===== src/source/cw_route_pkg.sv =====
package cw_route_pkg;

	localparam int APB_ADDR_W    = 8;  // byte address
	localparam int APB_DATA_W    = 32;
	localparam int N_TARGET_PINS = 4;  // index 0 is target io pin 1

	// register map, word aligned byte addresses
	localparam logic [APB_ADDR_W-1:0] ADDR_TRIGSRC    = 8'h00;
	localparam logic [APB_ADDR_W-1:0] ADDR_TRIGMOD    = 8'h04;
	localparam logic [APB_ADDR_W-1:0] ADDR_PIN_ROUTE0 = 8'h08;
	localparam logic [APB_ADDR_W-1:0] ADDR_PIN_ROUTE1 = 8'h0C;
	localparam logic [APB_ADDR_W-1:0] ADDR_PIN_ROUTE2 = 8'h10;
	localparam logic [APB_ADDR_W-1:0] ADDR_PIN_ROUTE3 = 8'h14;
	localparam logic [APB_ADDR_W-1:0] ADDR_POWER      = 8'h18;

	typedef enum logic [1:0] {COMBINE_OR = 2'd0, COMBINE_AND = 2'd1} trig_combine_e; // 2, 3 unused
	typedef enum logic [2:0] {TRIG_EDGE = 3'd0, TRIG_ADVIO = 3'd1, TRIG_ANAPATTERN = 3'd2} trig_module_e;
	typedef enum logic [1:0] {PWR_STEADY = 2'd0, PWR_RAMP = 2'd1} pwr_state_e;

	typedef struct packed {
		logic io4; logic io3; logic io2; logic io1; logic fpb; logic fpa; // fpa in bit 0
	} trig_lines_t;

	typedef struct packed {
		trig_module_e  module_sel; // from TRIGMOD[2:0]
		trig_combine_e combine;    // TRIGSRC[7:6]
		trig_lines_t   src_mask;   // TRIGSRC[5:0]
	} trig_cfg_t;

	typedef struct packed {
		logic drive; logic level; logic tx_oc; logic usi_oc; // upper nibble
		logic usi_in; logic usi_out; logic uart_rx; logic uart_tx; // uart_tx in bit 0
	} pin_route_t;

	typedef struct packed {logic fast_start; logic off;} power_cfg_t; // off in bit 0
	typedef struct packed {logic oe; logic value;} pin_drive_t;

	typedef struct packed {
		logic psel; logic penable; logic pwrite;
		logic [APB_ADDR_W-1:0] paddr;
		logic [APB_DATA_W-1:0] pwdata;
	} apb_req_t;

	typedef struct packed {logic [APB_DATA_W-1:0] prdata; logic pready; logic pslverr;} apb_rsp_t;

	localparam logic [7:0] RST_TRIGSRC = 8'h01; // fpa only, OR combine
	localparam logic [7:0] RST_TRIGMOD = 8'h00; // edge mode
	localparam pin_route_t [N_TARGET_PINS-1:0] RST_PIN_ROUTE = {8'h00, 8'h00, 8'h02, 8'h01};
	localparam logic [7:0] RST_POWER   = 8'h00; // power on, slow start

endpackage


===== src/source/cw_apb_regs.sv =====
`timescale 1ns/1ps

module cw_apb_regs (
	input  logic                                                    clk,
	input  logic                                                    reset,
	input  cw_route_pkg::apb_req_t                                  apb_i,
	output cw_route_pkg::apb_rsp_t                                  apb_o,
	output cw_route_pkg::trig_cfg_t                                 trig_cfg_o,
	output cw_route_pkg::pin_route_t [cw_route_pkg::N_TARGET_PINS-1:0] pin_route_o,
	output cw_route_pkg::power_cfg_t                                power_cfg_o
);
	import cw_route_pkg::*;

	logic [7:0] trigsrc_q; // [7:6] combine, [5:0] source mask
	logic [7:0] trigmod_q; // [2:0] module select, rest kept as written
	pin_route_t [N_TARGET_PINS-1:0] pin_route_q;
	logic [7:0] power_q;   // [0] off, [1] fast start

	logic       access;    // apb access phase
	logic       wr_en;
	logic       addr_hit;
	logic [7:0] rd_byte;

	assign access = apb_i.psel & apb_i.penable;
	assign wr_en  = access & apb_i.pwrite & addr_hit;

	// address decode and read mux
	always_comb begin
		rd_byte  = 8'h00;
		addr_hit = 1'b1;
		case (apb_i.paddr)
			ADDR_TRIGSRC:    rd_byte = trigsrc_q;
			ADDR_TRIGMOD:    rd_byte = trigmod_q;
			ADDR_PIN_ROUTE0: rd_byte = pin_route_q[0];
			ADDR_PIN_ROUTE1: rd_byte = pin_route_q[1];
			ADDR_PIN_ROUTE2: rd_byte = pin_route_q[2];
			ADDR_PIN_ROUTE3: rd_byte = pin_route_q[3];
			ADDR_POWER:      rd_byte = power_q;
			default:         addr_hit = 1'b0; // unmapped, reads zero
		endcase
	end

	// write at the edge closing the access phase
	always_ff @(posedge clk) begin
		if (reset) begin
			trigsrc_q   <= RST_TRIGSRC;
			trigmod_q   <= RST_TRIGMOD;
			pin_route_q <= RST_PIN_ROUTE;
			power_q     <= RST_POWER;
		end else if (wr_en) begin
			case (apb_i.paddr)
				ADDR_TRIGSRC:    trigsrc_q <= apb_i.pwdata[7:0];
				ADDR_TRIGMOD:    trigmod_q <= apb_i.pwdata[7:0];
				ADDR_PIN_ROUTE0: pin_route_q[0] <= pin_route_t'(apb_i.pwdata[7:0]);
				ADDR_PIN_ROUTE1: pin_route_q[1] <= pin_route_t'(apb_i.pwdata[7:0]);
				ADDR_PIN_ROUTE2: pin_route_q[2] <= pin_route_t'(apb_i.pwdata[7:0]);
				ADDR_PIN_ROUTE3: pin_route_q[3] <= pin_route_t'(apb_i.pwdata[7:0]);
				ADDR_POWER:      power_q <= apb_i.pwdata[7:0];
				default:         ; // never reached, wr_en needs a hit
			endcase
		end
	end

	// zero wait states, every access completes in its access phase
	assign apb_o.pready  = 1'b1;
	assign apb_o.pslverr = access & ~addr_hit;
	assign apb_o.prdata  = access ? {{(APB_DATA_W-8){1'b0}}, rd_byte} : '0; // zero extended

	// unpack register bytes into the datapath configs
	assign trig_cfg_o.src_mask   = trig_lines_t'(trigsrc_q[5:0]);
	assign trig_cfg_o.combine    = trig_combine_e'(trigsrc_q[7:6]);
	assign trig_cfg_o.module_sel = trig_module_e'(trigmod_q[2:0]);
	assign pin_route_o           = pin_route_q;
	assign power_cfg_o           = power_cfg_t'(power_q[1:0]);

endmodule


===== src/source/trigger_combiner.sv =====
`timescale 1ns/1ps

module trigger_combiner (
	input  cw_route_pkg::trig_cfg_t   trig_cfg_i,
	input  cw_route_pkg::trig_lines_t trig_lines_i,
	input  logic                      trigger_advio_i,
	input  logic                      trigger_anapattern_i,
	output logic                      trigger_ext_o,
	output logic                      trigger_o
);
	import cw_route_pkg::*;

	logic [5:0] lines; // raw line values
	logic [5:0] mask;  // 1 = line enabled
	logic       trig_or;
	logic       trig_and;

	assign lines    = trig_lines_i;
	assign mask     = trig_cfg_i.src_mask;
	assign trig_or  = |(lines & mask);  // 0 with empty mask
	assign trig_and = &(lines | ~mask); // disabled lines read as 1, so empty mask gives 1

	always_comb begin
		case (trig_cfg_i.combine)
			COMBINE_OR:  trigger_ext_o = trig_or;
			COMBINE_AND: trigger_ext_o = trig_and;
			default:     trigger_ext_o = 1'b0; // unused combine codes
		endcase
	end

	// trigger module select
	always_comb begin
		case (trig_cfg_i.module_sel)
			TRIG_EDGE:       trigger_o = trigger_ext_o;
			TRIG_ADVIO:      trigger_o = trigger_advio_i;
			TRIG_ANAPATTERN: trigger_o = trigger_anapattern_i;
			default:         trigger_o = 1'b0;
		endcase
	end

endmodule


===== src/source/target_io_router.sv =====
`timescale 1ns/1ps

module target_io_router (
	input  cw_route_pkg::pin_route_t [cw_route_pkg::N_TARGET_PINS-1:0] pin_route_i,
	input  logic [cw_route_pkg::N_TARGET_PINS-1:0]                    targetio_i,
	input  logic                                                      uart_tx_i,
	input  logic                                                      usi_out_i,
	output cw_route_pkg::pin_drive_t [cw_route_pkg::N_TARGET_PINS-1:0] targetio_o,
	output logic                                                      uart_rx_o,
	output logic                                                      usi_in_o
);
	import cw_route_pkg::*;

	// fixed pin capabilities, bit 0 is pin 1
	localparam logic [N_TARGET_PINS-1:0] HAS_USI = 4'b0111; // usi on pins 1 to 3
	localparam logic [N_TARGET_PINS-1:0] HAS_OC  = 4'b0100; // open collector on pin 3 only

	// output side, first true entry wins
	always_comb begin
		for (int p = 0; p < N_TARGET_PINS; p++) begin
			targetio_o[p].value = 1'b0;
			targetio_o[p].oe    = 1'b0; // released unless something drives
			if (pin_route_i[p].uart_tx) begin
				targetio_o[p].value = uart_tx_i;
				targetio_o[p].oe    = 1'b1;
			end else if (HAS_USI[p] && pin_route_i[p].usi_out) begin
				targetio_o[p].value = usi_out_i;
				targetio_o[p].oe    = 1'b1;
			end else if (HAS_OC[p] && pin_route_i[p].usi_oc) begin
				targetio_o[p].oe    = ~usi_out_i; // pull low only
			end else if (HAS_OC[p] && pin_route_i[p].tx_oc) begin
				targetio_o[p].oe    = ~uart_tx_i;
			end else if (pin_route_i[p].drive) begin
				targetio_o[p].value = pin_route_i[p].level; // fixed level
				targetio_o[p].oe    = 1'b1;
			end
		end
	end

	// input side, lowest numbered pin wins
	always_comb begin
		uart_rx_o = 1'b1; // idle high when no pin feeds the receiver
		usi_in_o  = 1'b1;
		for (int p = N_TARGET_PINS - 1; p >= 0; p--) begin
			if (pin_route_i[p].uart_rx) begin
				uart_rx_o = targetio_i[p];
			end
			if (HAS_USI[p] && pin_route_i[p].usi_in) begin
				usi_in_o = targetio_i[p];
			end
		end
	end

endmodule


===== src/source/target_power_softstart.sv =====
`timescale 1ns/1ps

module target_power_softstart #(
	parameter int unsigned PWM_WIDTH        = 11,
	parameter int unsigned PWM_ON_THRESHOLD = 1400,
	parameter int unsigned SOFTSTART_STEPS  = 16384
) (
	input  logic                     clk,
	input  logic                     reset,
	input  cw_route_pkg::power_cfg_t power_cfg_i,
	output logic                     targetpower_off_o
);
	import cw_route_pkg::*;

	localparam int unsigned STEP_W = $clog2(SOFTSTART_STEPS + 1);
	localparam logic [STEP_W-1:0] STEP_LAST = STEP_W'(SOFTSTART_STEPS - 1);
	localparam logic [PWM_WIDTH:0] PWM_ON = (PWM_WIDTH + 1)'(PWM_ON_THRESHOLD);

	pwr_state_e           state_q;
	logic                 off_q;      // registered off bit
	logic                 off_fall;   // off going from 1 to 0
	logic                 pwm_wrap;   // last cycle of a pwm period
	logic                 pwm_on;
	logic [PWM_WIDTH-1:0] pwm_cnt_q;
	logic [STEP_W-1:0]    step_cnt_q; // completed pwm periods

	assign off_fall = off_q & ~power_cfg_i.off;
	assign pwm_wrap = &pwm_cnt_q;
	assign pwm_on   = {1'b0, pwm_cnt_q} < PWM_ON;

	always_ff @(posedge clk) begin
		if (reset) begin
			off_q      <= 1'b0;
			state_q    <= PWR_STEADY;
			pwm_cnt_q  <= '0;
			step_cnt_q <= '0;
		end else begin
			off_q <= power_cfg_i.off;
			case (state_q)
				PWR_STEADY: begin
					if (off_fall && !power_cfg_i.fast_start) begin
						state_q    <= PWR_RAMP; // ramp starts as off_q drops
						pwm_cnt_q  <= '0;
						step_cnt_q <= '0;
					end
				end
				PWR_RAMP: begin
					pwm_cnt_q <= pwm_cnt_q + 1'b1;
					if (pwm_wrap) begin
						step_cnt_q <= step_cnt_q + 1'b1;
					end
					if (power_cfg_i.off) begin
						state_q <= PWR_STEADY; // new off aborts the ramp
					end else if (pwm_wrap && step_cnt_q == STEP_LAST) begin
						state_q <= PWR_STEADY; // all steps done
					end
				end
				default: state_q <= PWR_STEADY;
			endcase
		end
	end

	// pwm during the ramp, otherwise the registered off bit
	assign targetpower_off_o = (state_q == PWR_RAMP) ? pwm_on : off_q;

endmodule


===== src/source/cw_route_top.sv =====
`timescale 1ns/1ps

module cw_route_top #(
	parameter int unsigned PWM_WIDTH        = 11,    // soft start pwm counter bits
	parameter int unsigned PWM_ON_THRESHOLD = 1400,  // high cycles per pwm period
	parameter int unsigned SOFTSTART_STEPS  = 16384  // pwm periods per ramp
) (
	input  logic                                                      clk,
	input  logic                                                      reset,
	input  cw_route_pkg::apb_req_t                                    apb_i,
	output cw_route_pkg::apb_rsp_t                                    apb_o,
	input  cw_route_pkg::trig_lines_t                                 trig_lines_i,
	input  logic                                                      trigger_advio_i,
	input  logic                                                      trigger_anapattern_i,
	output logic                                                      trigger_ext_o,
	output logic                                                      trigger_o,
	input  logic [cw_route_pkg::N_TARGET_PINS-1:0]                    targetio_i,
	output cw_route_pkg::pin_drive_t [cw_route_pkg::N_TARGET_PINS-1:0] targetio_o,
	input  logic                                                      uart_tx_i,
	input  logic                                                      usi_out_i,
	output logic                                                      uart_rx_o,
	output logic                                                      usi_in_o,
	output logic                                                      targetpower_off_o
);
	import cw_route_pkg::*;

	trig_cfg_t                      trig_cfg;  // trigger mask, combine, module
	pin_route_t [N_TARGET_PINS-1:0] pin_route; // one routing byte per pin
	power_cfg_t                     power_cfg;

	cw_apb_regs u_regs (
		.clk         (clk),
		.reset       (reset),
		.apb_i       (apb_i),
		.apb_o       (apb_o),
		.trig_cfg_o  (trig_cfg),
		.pin_route_o (pin_route),
		.power_cfg_o (power_cfg)
	);

	trigger_combiner u_trig (
		.trig_cfg_i           (trig_cfg),
		.trig_lines_i         (trig_lines_i),
		.trigger_advio_i      (trigger_advio_i),
		.trigger_anapattern_i (trigger_anapattern_i),
		.trigger_ext_o        (trigger_ext_o),
		.trigger_o            (trigger_o)
	);

	target_io_router u_io (
		.pin_route_i (pin_route),
		.targetio_i  (targetio_i),
		.uart_tx_i   (uart_tx_i),
		.usi_out_i   (usi_out_i),
		.targetio_o  (targetio_o),
		.uart_rx_o   (uart_rx_o),
		.usi_in_o    (usi_in_o)
	);

	target_power_softstart #(
		.PWM_WIDTH        (PWM_WIDTH),
		.PWM_ON_THRESHOLD (PWM_ON_THRESHOLD),
		.SOFTSTART_STEPS  (SOFTSTART_STEPS)
	) u_power (
		.clk               (clk),
		.reset             (reset),
		.power_cfg_i       (power_cfg),
		.targetpower_off_o (targetpower_off_o)
	);

endmodule


===== config.mk =====
export PLATFORM = sky130hd
export DESIGN_NAME = cw_route_top
export DESIGN_NICKNAME = d
export VERILOG_FILES = /design/src/source/cw_route_pkg.sv /design/src/source/cw_apb_regs.sv /design/src/source/trigger_combiner.sv /design/src/source/target_io_router.sv /design/src/source/target_power_softstart.sv /design/src/source/cw_route_top.sv
export SDC_FILE = /design/constraint.sdc
export NUM_CORES = 1
export LEC_CHECK = 0
export BUFFER_PORTS_ARGS = -buffer_cell sky130_fd_sc_hd__buf_2
export CAP_MARGIN = 5
export CORE_UTILIZATION = 35
export DETAILED_ROUTE_END_ITERATION = 10
export SETUP_SLACK_MARGIN = 0.3
export SLEW_MARGIN = 10
export SYNTH_ARGS = -nofsm -noshare
export SYNTH_HDL_FRONTEND = slang
export SYNTH_HIERARCHICAL = 1
export SYNTH_SLANG_ARGS = --single-unit

===== constraint.sdc =====
create_clock -name clk -period 2.5 [get_ports clk]
set_input_delay 0.375 -clock clk [delete_from_list [all_inputs] [get_ports clk]]
set_output_delay 0.375 -clock clk [all_outputs]
set_load 0.01 [all_outputs]

==> flow_summary_export.csv, run 1 <==
group,metric,value,unit
cts,worstSkewPairLatency,0.34,ns
worst_hold_path,hold_end,"u_regs/power_q[7]",
power_and_ir_drop,power.share.sequential,45.8,%
worst_setup_path,r2r-start,"u_power/pwm_cnt_q[0]",
synth,async_flop_share,0,%
worst_setup_path,arrival,1.79,ns
floorplan,coreArea,0.01288,mm^2
global_routing,grtUsageTotal,16.92,%
cts,cts_tree,"yes",
run_status,status,"complete, no violations",
global_routing,grt_antenna_before_repair,0,
worst_setup_path,critPathKind,"primary input to output pin",
worst_hold_path,hold_depth,3,
power_and_ir_drop,p_sw_share,22.03,%
worst_setup_path,endpoint_kind,"output pin",
layout,layout.cells.most_common,"dfxtp_1",
cts,clk_pin_slew,0.06,ns
global_routing,grt_max_degree,69,
drt,via_count,3913,
sta,fin_ws,0.3374,ns
worst_setup_path,r2r_setup_slack,0.47,ns
floorplan,ios,106,
cts,numCtsBuffers,9,
placed_design,post_dp_cell_area,0.005045,mm^2
power_and_ir_drop,leakagePower,2.139,nW
worst_setup_path,crit_start,"apb_i[32]",
sta,rsz0062_at_grt,"no",
drt,first_iter_violations,248,
layout,fill_cells,1276,
worst_hold_path,hold_class,"primary input to flip-flop",
sta,relSlewSlack,65.41,%
layout,areaGrowthSynthToFinish,14.82,%
run,drv_cap,0,
synth,synth-edff-count,0,
sta,setup_viol,0,
worst_setup_path,r2r-end,"u_power/step_cnt_q[6]",
synth,synthDistinctLibCells,68,
cts,htreeDepth,3,
placed_design,portBuffers,56,
placed_design,dpl.hpwl,8267,um
synth,seq_area_frac_synth,35.76,%
global_routing,grt_util_met3,2.665,%
drt,ant_nets,0,
floorplan,rows,41,
drt,firstDrtPassIters,5,
drt,via_per_inst,5.288,
global_routing,met1_usage,23.15,%
global_routing,grt_most_used_layer,"met2",
sta,report.final.hold_viol_count,0,
layout,num-nets-final,625,
global_routing,grt_pass1_wl,18820,um
sta,post-route-period-util,86.50,%
worst_setup_path,cp.required,2.12,ns
power_and_ir_drop,comb_power_share,6.6,%
global_routing,grtUsageMet2,26.21,%
worst_setup_path,worst-path-max-fanout,8,
layout,mostFrequentLayoutCells,"84 x dfxtp_1, 55 x buf_2, 55 x mux2i_1",
power_and_ir_drop,p_int,2.279,mW
layout,final_design_area_no_fill,0.005399,mm^2
cts,clk_path_buf_depth,2,
power_and_ir_drop,peakVddDrop,0.3568,mV
layout,drive_gt1_share,21.13,%
cts,cts_root_buf,"clkbuf_16",
power_and_ir_drop,power_frac_clock,47.6,%
global_routing,grt_pass1_vias,3628,
cts,clock-sinks,84,
worst_hold_path,hold_path_startpoint,"apb_i[7]",
floorplan,start_util,36.52,%
floorplan,die_x,117.9,um
sta,period_needed,2.163,ns
drt,totalWireLength,11660,um
drt,drcViolationCount,0,
floorplan,die_y,117.9,um
sta,finalSetupTns,0,ns
placed_design,gp_congestion,0.8266,
synth,yosys_warnings,6,
synth,ys.flop_type,"dfxtp_1",
synth,netlist_area,0.004702,mm^2
power_and_ir_drop,powerDensity,541.4,mW/mm^2
worst_setup_path,reg2reg_depth,5,
power_and_ir_drop,p_sw,0.6439,mW
floorplan,dieArea,0.01390,mm^2
layout,diodes,0,
sta,fin_skew,0.004572,ns
sta,worst_pin_slew,0.5176,ns
synth,synth_seq_cells,84,
layout,final_core_util,41.93,%
global_routing,grt.overflow.total,0,
sta,timing.fmax,0.4624,GHz
worst_setup_path,setup.worst_path.start_class,"primary input",
placed_design,place_ws,0.09887,ns
synth,avgSynthCellArea,9.095,um^2
drt,post_drt_wl_per_cell,15.75,um
synth,postSynthCellCount,517,
sta,slew_violations,0,
## per-layer routing
layer  vias to the layer above  part of all wire [%]
li1                       1914                     -
met1                      1875                    49
met2                       113                    45
met3                        11                   4.6
met4                         0                   1.5
met5                         -                     0
## power by group through the flow
stage / sequential [mW] / combinational (mW) / clock [mW]
2_1_floorplan: 1.37 / 0.138 / 0
3_3_place_gp: 1.37 / 0.187 / 0
3_5_place_dp: 1.37 / 0.188 / 0
4_1_cts: 1.34 / 0.191 / 1.42
5_1_grt: 1.34 / 0.209 / 1.49
6_report: 1.34 / 0.194 / 1.39
## critical path: stages
cell     delay [ns]
buf_2          0.13
or4_4          0.53
nor3_4         0.15
nand3_2        0.10
buf_6          0.15
nor3_4         0.19
buf_2          0.16
## worst max-delay path by stage
stage | to | slack (ns) | depth (start not counted)
floorplan | apb_o[4] | 0.31 | 5
global placement | apb_o[2] | 0.1 | 7
detailed placement | apb_o[2] | 0.1 | 7
CTS | apb_o[2] | 0.31 | 7
global route | apb_o[3] | 0.28 | 7
finish | apb_o[2] | 0.34 | 7
## Yosys cell counts (3+ instances only)
library cell | count | area, um^2
mux4_2 | 6 | 135.1
nand3_1 | 8 | 40.04
dfxtp_1 | 84 | 1682
nand4_1 | 10 | 62.56
buf_4 | 32 | 240.2
a21oi_1 | 25 | 125.1
or2_2 | 4 | 25.02
nand3b_1 | 20 | 150.1
xor2_1 | 4 | 35.03
nor4_1 | 3 | 18.77
o22ai_1 | 3 | 18.77
buf_6 | 3 | 33.78
a22oi_1 | 4 | 30.03
nor2b_1 | 9 | 56.30
nand4b_1 | 3 | 26.28
inv_1 | 12 | 45.04
o311ai_0 | 4 | 35.03
o211ai_1 | 5 | 37.54
buf_2 | 5 | 25.02
nor3_1 | 6 | 30.03
o2bb2ai_1 | 4 | 35.03
and3_1 | 4 | 25.02
nor2_1 | 31 | 116.4
clkbuf_1 | 17 | 63.81
nand2b_1 | 42 | 262.8
o31ai_1 | 5 | 37.54
mux2i_1 | 55 | 550.5
or4_1 | 10 | 75.07
nand2_1 | 24 | 90.09
or3_1 | 8 | 50.05
o21ai_0 | 21 | 105.1
## metrics by stage
stage               hold WS (ns)  std cells  power [mW]
global placement          0.4575        724       1.555
floorplan                 0.4434        540       1.507
global route              0.2996        740       3.036
finish                    0.2926        740       2.923
detailed placement        0.4638        724       1.556
CTS                       0.2834        740       2.952
## cells by family after synthesis
logic type	after synthesis	synth area share, %
xor gates and xnor gates	6	1.118
other	2	0.1597
buffers and inverters	72	8.994
and+or+nand+nor	199	25.79
muxes	63	15.06
DFF	84	35.76
adders and majority gates	2	0.5321
AOI/OAI and AO/OA	89	12.59
## layout make-up
cell class | instances | area [um^2] | area share [%]
sequential | 84 | 1682 | 31.15
tap | 172 | 215.2 | 3.986
inverter | 12 | 45.04 | 0.8343
multi-input combinational | 384 | 2724 | 50.45
clock buffer | 10 | 229.0 | 4.241
timing repair buffer | 73 | 426.7 | 7.903
clock inverter | 5 | 77.57 | 1.437
## sequential cells by signal, indices dropped and copies added (netlist names)
name and count:
u_regs/pin_route_o 32, u_power/step_cnt_q 15, u_power/state_q 1, u_regs/trigmod_q 8, u_power/off_q 1, u_power/pwm_cnt_q 11
u_regs/power_q 8, u_regs/trigsrc_q 8
## repair_timing
item / in CTS / in global routing
pin swaps: 2 / 0
gates resized for setup: 5 / 5
setup endpoints to repair: 8 / 8
buffers inserted: 1 / 0
hold buffers: 0 / 0
Power figures use the tool's default switching activity.
==> run 2, diff against run 1 <==
CELL_PAD_IN_SITES_DETAIL_PLACEMENT = 2   (was default)
CELL_PAD_IN_SITES_GLOBAL_PLACEMENT = 2   (was default)
CORE_MARGIN = 3   (was default)
CORE_UTILIZATION = 33   (was 35)
PLACE_DENSITY_LB_ADDON = 0.1   (was default)
==> run 2 against run 1 <==
Maximum frequency increased by 2.7%. Highest routed layer unchanged. Flip-flop and latch count unchanged. Power about the same. Sequential share of layout area decreased by 0.41 points. Worst hold slack got worse by 0.010 ns. Design area increased by 1.3%. Die area increased by 13%. Critical path depth unchanged. Largest cell class unchanged.
==> flow_summary_export.csv, run 2 (synthesized netlist as in run 1, its figures left out) <==
group,metric,value,unit
drt,post_drt_wl_per_cell,19.55,um
worst_setup_path,arrival,1.73,ns
floorplan,die_x,125.4,um
placed_design,dpl.hpwl,10750,um
global_routing,grt_antenna_before_repair,0,
drt,firstDrtPassIters,4,
layout,drive_gt1_share,22.22,%
layout,layout.cells.most_common,"dfxtp_1",
global_routing,grt.overflow.total,0,
global_routing,grt_pass1_vias,4260,
run,drv_cap,0,
layout,regArea,0.001682,mm^2
layout,areaGrowthSynthToFinish,16.34,%
sta,setup_viol,0,
cts,cts_root_buf,"clkbuf_16",
worst_setup_path,cp.required,2.12,ns
sta,timing.fmax,0.4748,GHz
worst_setup_path,max_stage_delay,0.55,ns
power_and_ir_drop,powerDensity,534.1,mW/mm^2
layout,multi_input_area,0.002734,mm^2
cts,clk_pin_slew,0.06,ns
sta,fin_ws,0.3937,ns
drt,totalWireLength,14700,um
run_status,status,"complete, no violations",
sta,relSlewSlack,62.89,%
cts,hold_buffers,0,
worst_setup_path,crit_chain,"buf_2, or4_4, nor3_4, nand3_2, buf_8, a21oi_1, buf_2",
cts,numCtsBuffers,9,
placed_design,place_ws,0.06591,ns
cts,htreeDepth,3,
worst_setup_path,endpoint_kind,"output pin",
sta,finalSetupTns,0,ns
worst_setup_path,crit_slowest_cell,"or4_4",
cts,clock-sinks,84,
sta,rsz0062_at_grt,"yes",
placed_design,portBuffers,56,
layout,num-nets-final,632,
global_routing,grtUsageTotal,18.67,%
layout,largest_reg_flops,32,
drt,first_iter_violations,192,
layout,diodes,0,
worst_setup_path,setup.worst_path.start_class,"primary input",
cts,clk_path_buf_depth,2,
global_routing,grt_pass1_wl,23490,um
worst_setup_path,cpLargestDelayFamily,"simple AND/OR/NAND/NOR gates",
floorplan,rows,42,
layout,final_core_util,40.19,%
worst_setup_path,worst-path-max-fanout,8,
cts,worstSkewPairLatency,0.35,ns
floorplan,die_y,125.4,um
sta,period_needed,2.106,ns
floorplan,ios,106,
sta,slew_violations,0,
sta,fin_skew,0.006458,ns
worst_setup_path,crit_top_cell,"buf_2",
floorplan,dieArea,0.01572,mm^2
drt,via_per_inst,5.395,
placed_design,post_dp_cell_area,0.005095,mm^2
sta,report.final.hold_viol_count,0,
power_and_ir_drop,finalPower,2.922,mW
floorplan,coreArea,0.01361,mm^2
layout,final_cells,752,
global_routing,grt_most_used_layer,"met2",
power_and_ir_drop,peakVddDrop,0.2249,mV
worst_setup_path,r2r_setup_slack,0.42,ns
sta,hold_ws,0.2826,ns
global_routing,met1_usage,25.60,%
global_routing,grtUsageMet2,30.21,%
cts,cts_tree,"yes",
floorplan,start_util,34.55,%
drt,via_count,4057,
sta,post-route-period-util,84.25,%
global_routing,grt_util_met3,2.772,%
placed_design,gp_congestion,0.7841,
global_routing,grt_max_degree,34,
power_and_ir_drop,leakagePower,2.172,nW
worst_setup_path,critPathKind,"primary input to output pin",
layout,final_design_area_no_fill,0.005470,mm^2
layout,fill_cells,1505,
drt,drcViolationCount,0,
layout,mostFrequentLayoutCells,"84 x dfxtp_1, 55 x mux2i_1, 54 x buf_2",
worst_hold_path,hold_class,"primary input to flip-flop",
sta,worst_pin_slew,0.5566,ns
drt,ant_nets,0,
placed_design,placed_cells_incl_taps,734,
worst_setup_path,crit_buf_inv,3,
## run 2: what timing repair did
item / CTS / global route
gates resized for setup: 6 / 7
setup buffers: 1 / 1
pin swaps: 1 / 4
endpoints found under the setup margin: 8 / 10
gates cloned: 0 / 0
## run 2: worst register-to-register path: stages (launching register included)
cell,delay [ns]
dfxtp_1,0.38
ha_1,0.25
and4_1,0.42
buf_4,0.20
nand2_1,0.13
nor4_1,0.39
mux2i_1,0.23
## run 2: worst paths after layout
| path | from | to | depth (start not counted) |
|---|---|---|---|
| hold reg to reg | u_regs/trigmod_q[7] | u_regs/trigmod_q[7] | 2 |
| hold / removal | apb_i[7] | u_regs/power_q[7] | 3 |
| setup / recovery | apb_i[39] | apb_o[3] | 7 |
| setup reg to reg | u_power/pwm_cnt_q[0] | u_power/step_cnt_q[14] | 6 |
## run 2: power by group
group | internal [mW] | leakage, nW | switching (mW)
registers | 1.34 | 0.676 | 0.000197
clock network | 0.826 | 0.149 | 0.550
logic | 0.0779 | 1.35 | 0.130
total | 2.24 | 2.17 | 0.680
## run 2: layer usage
metal	vias up	share of wire (%)
met2	90	47
met3	13	3.8
li1	1930	-
met1	2024	48
met4	0	1.3
met5	-	0
## run 2: cell type report
class	instances	area share [%]
Inverter	12	0.8234
Clock buffer	12	4.689
Tap cell	176	4.026
Clock inverter	4	0.8692
Multi-Input combinational cell	384	49.98
Timing Repair Buffer	80	8.875
Sequential cell	84	30.74
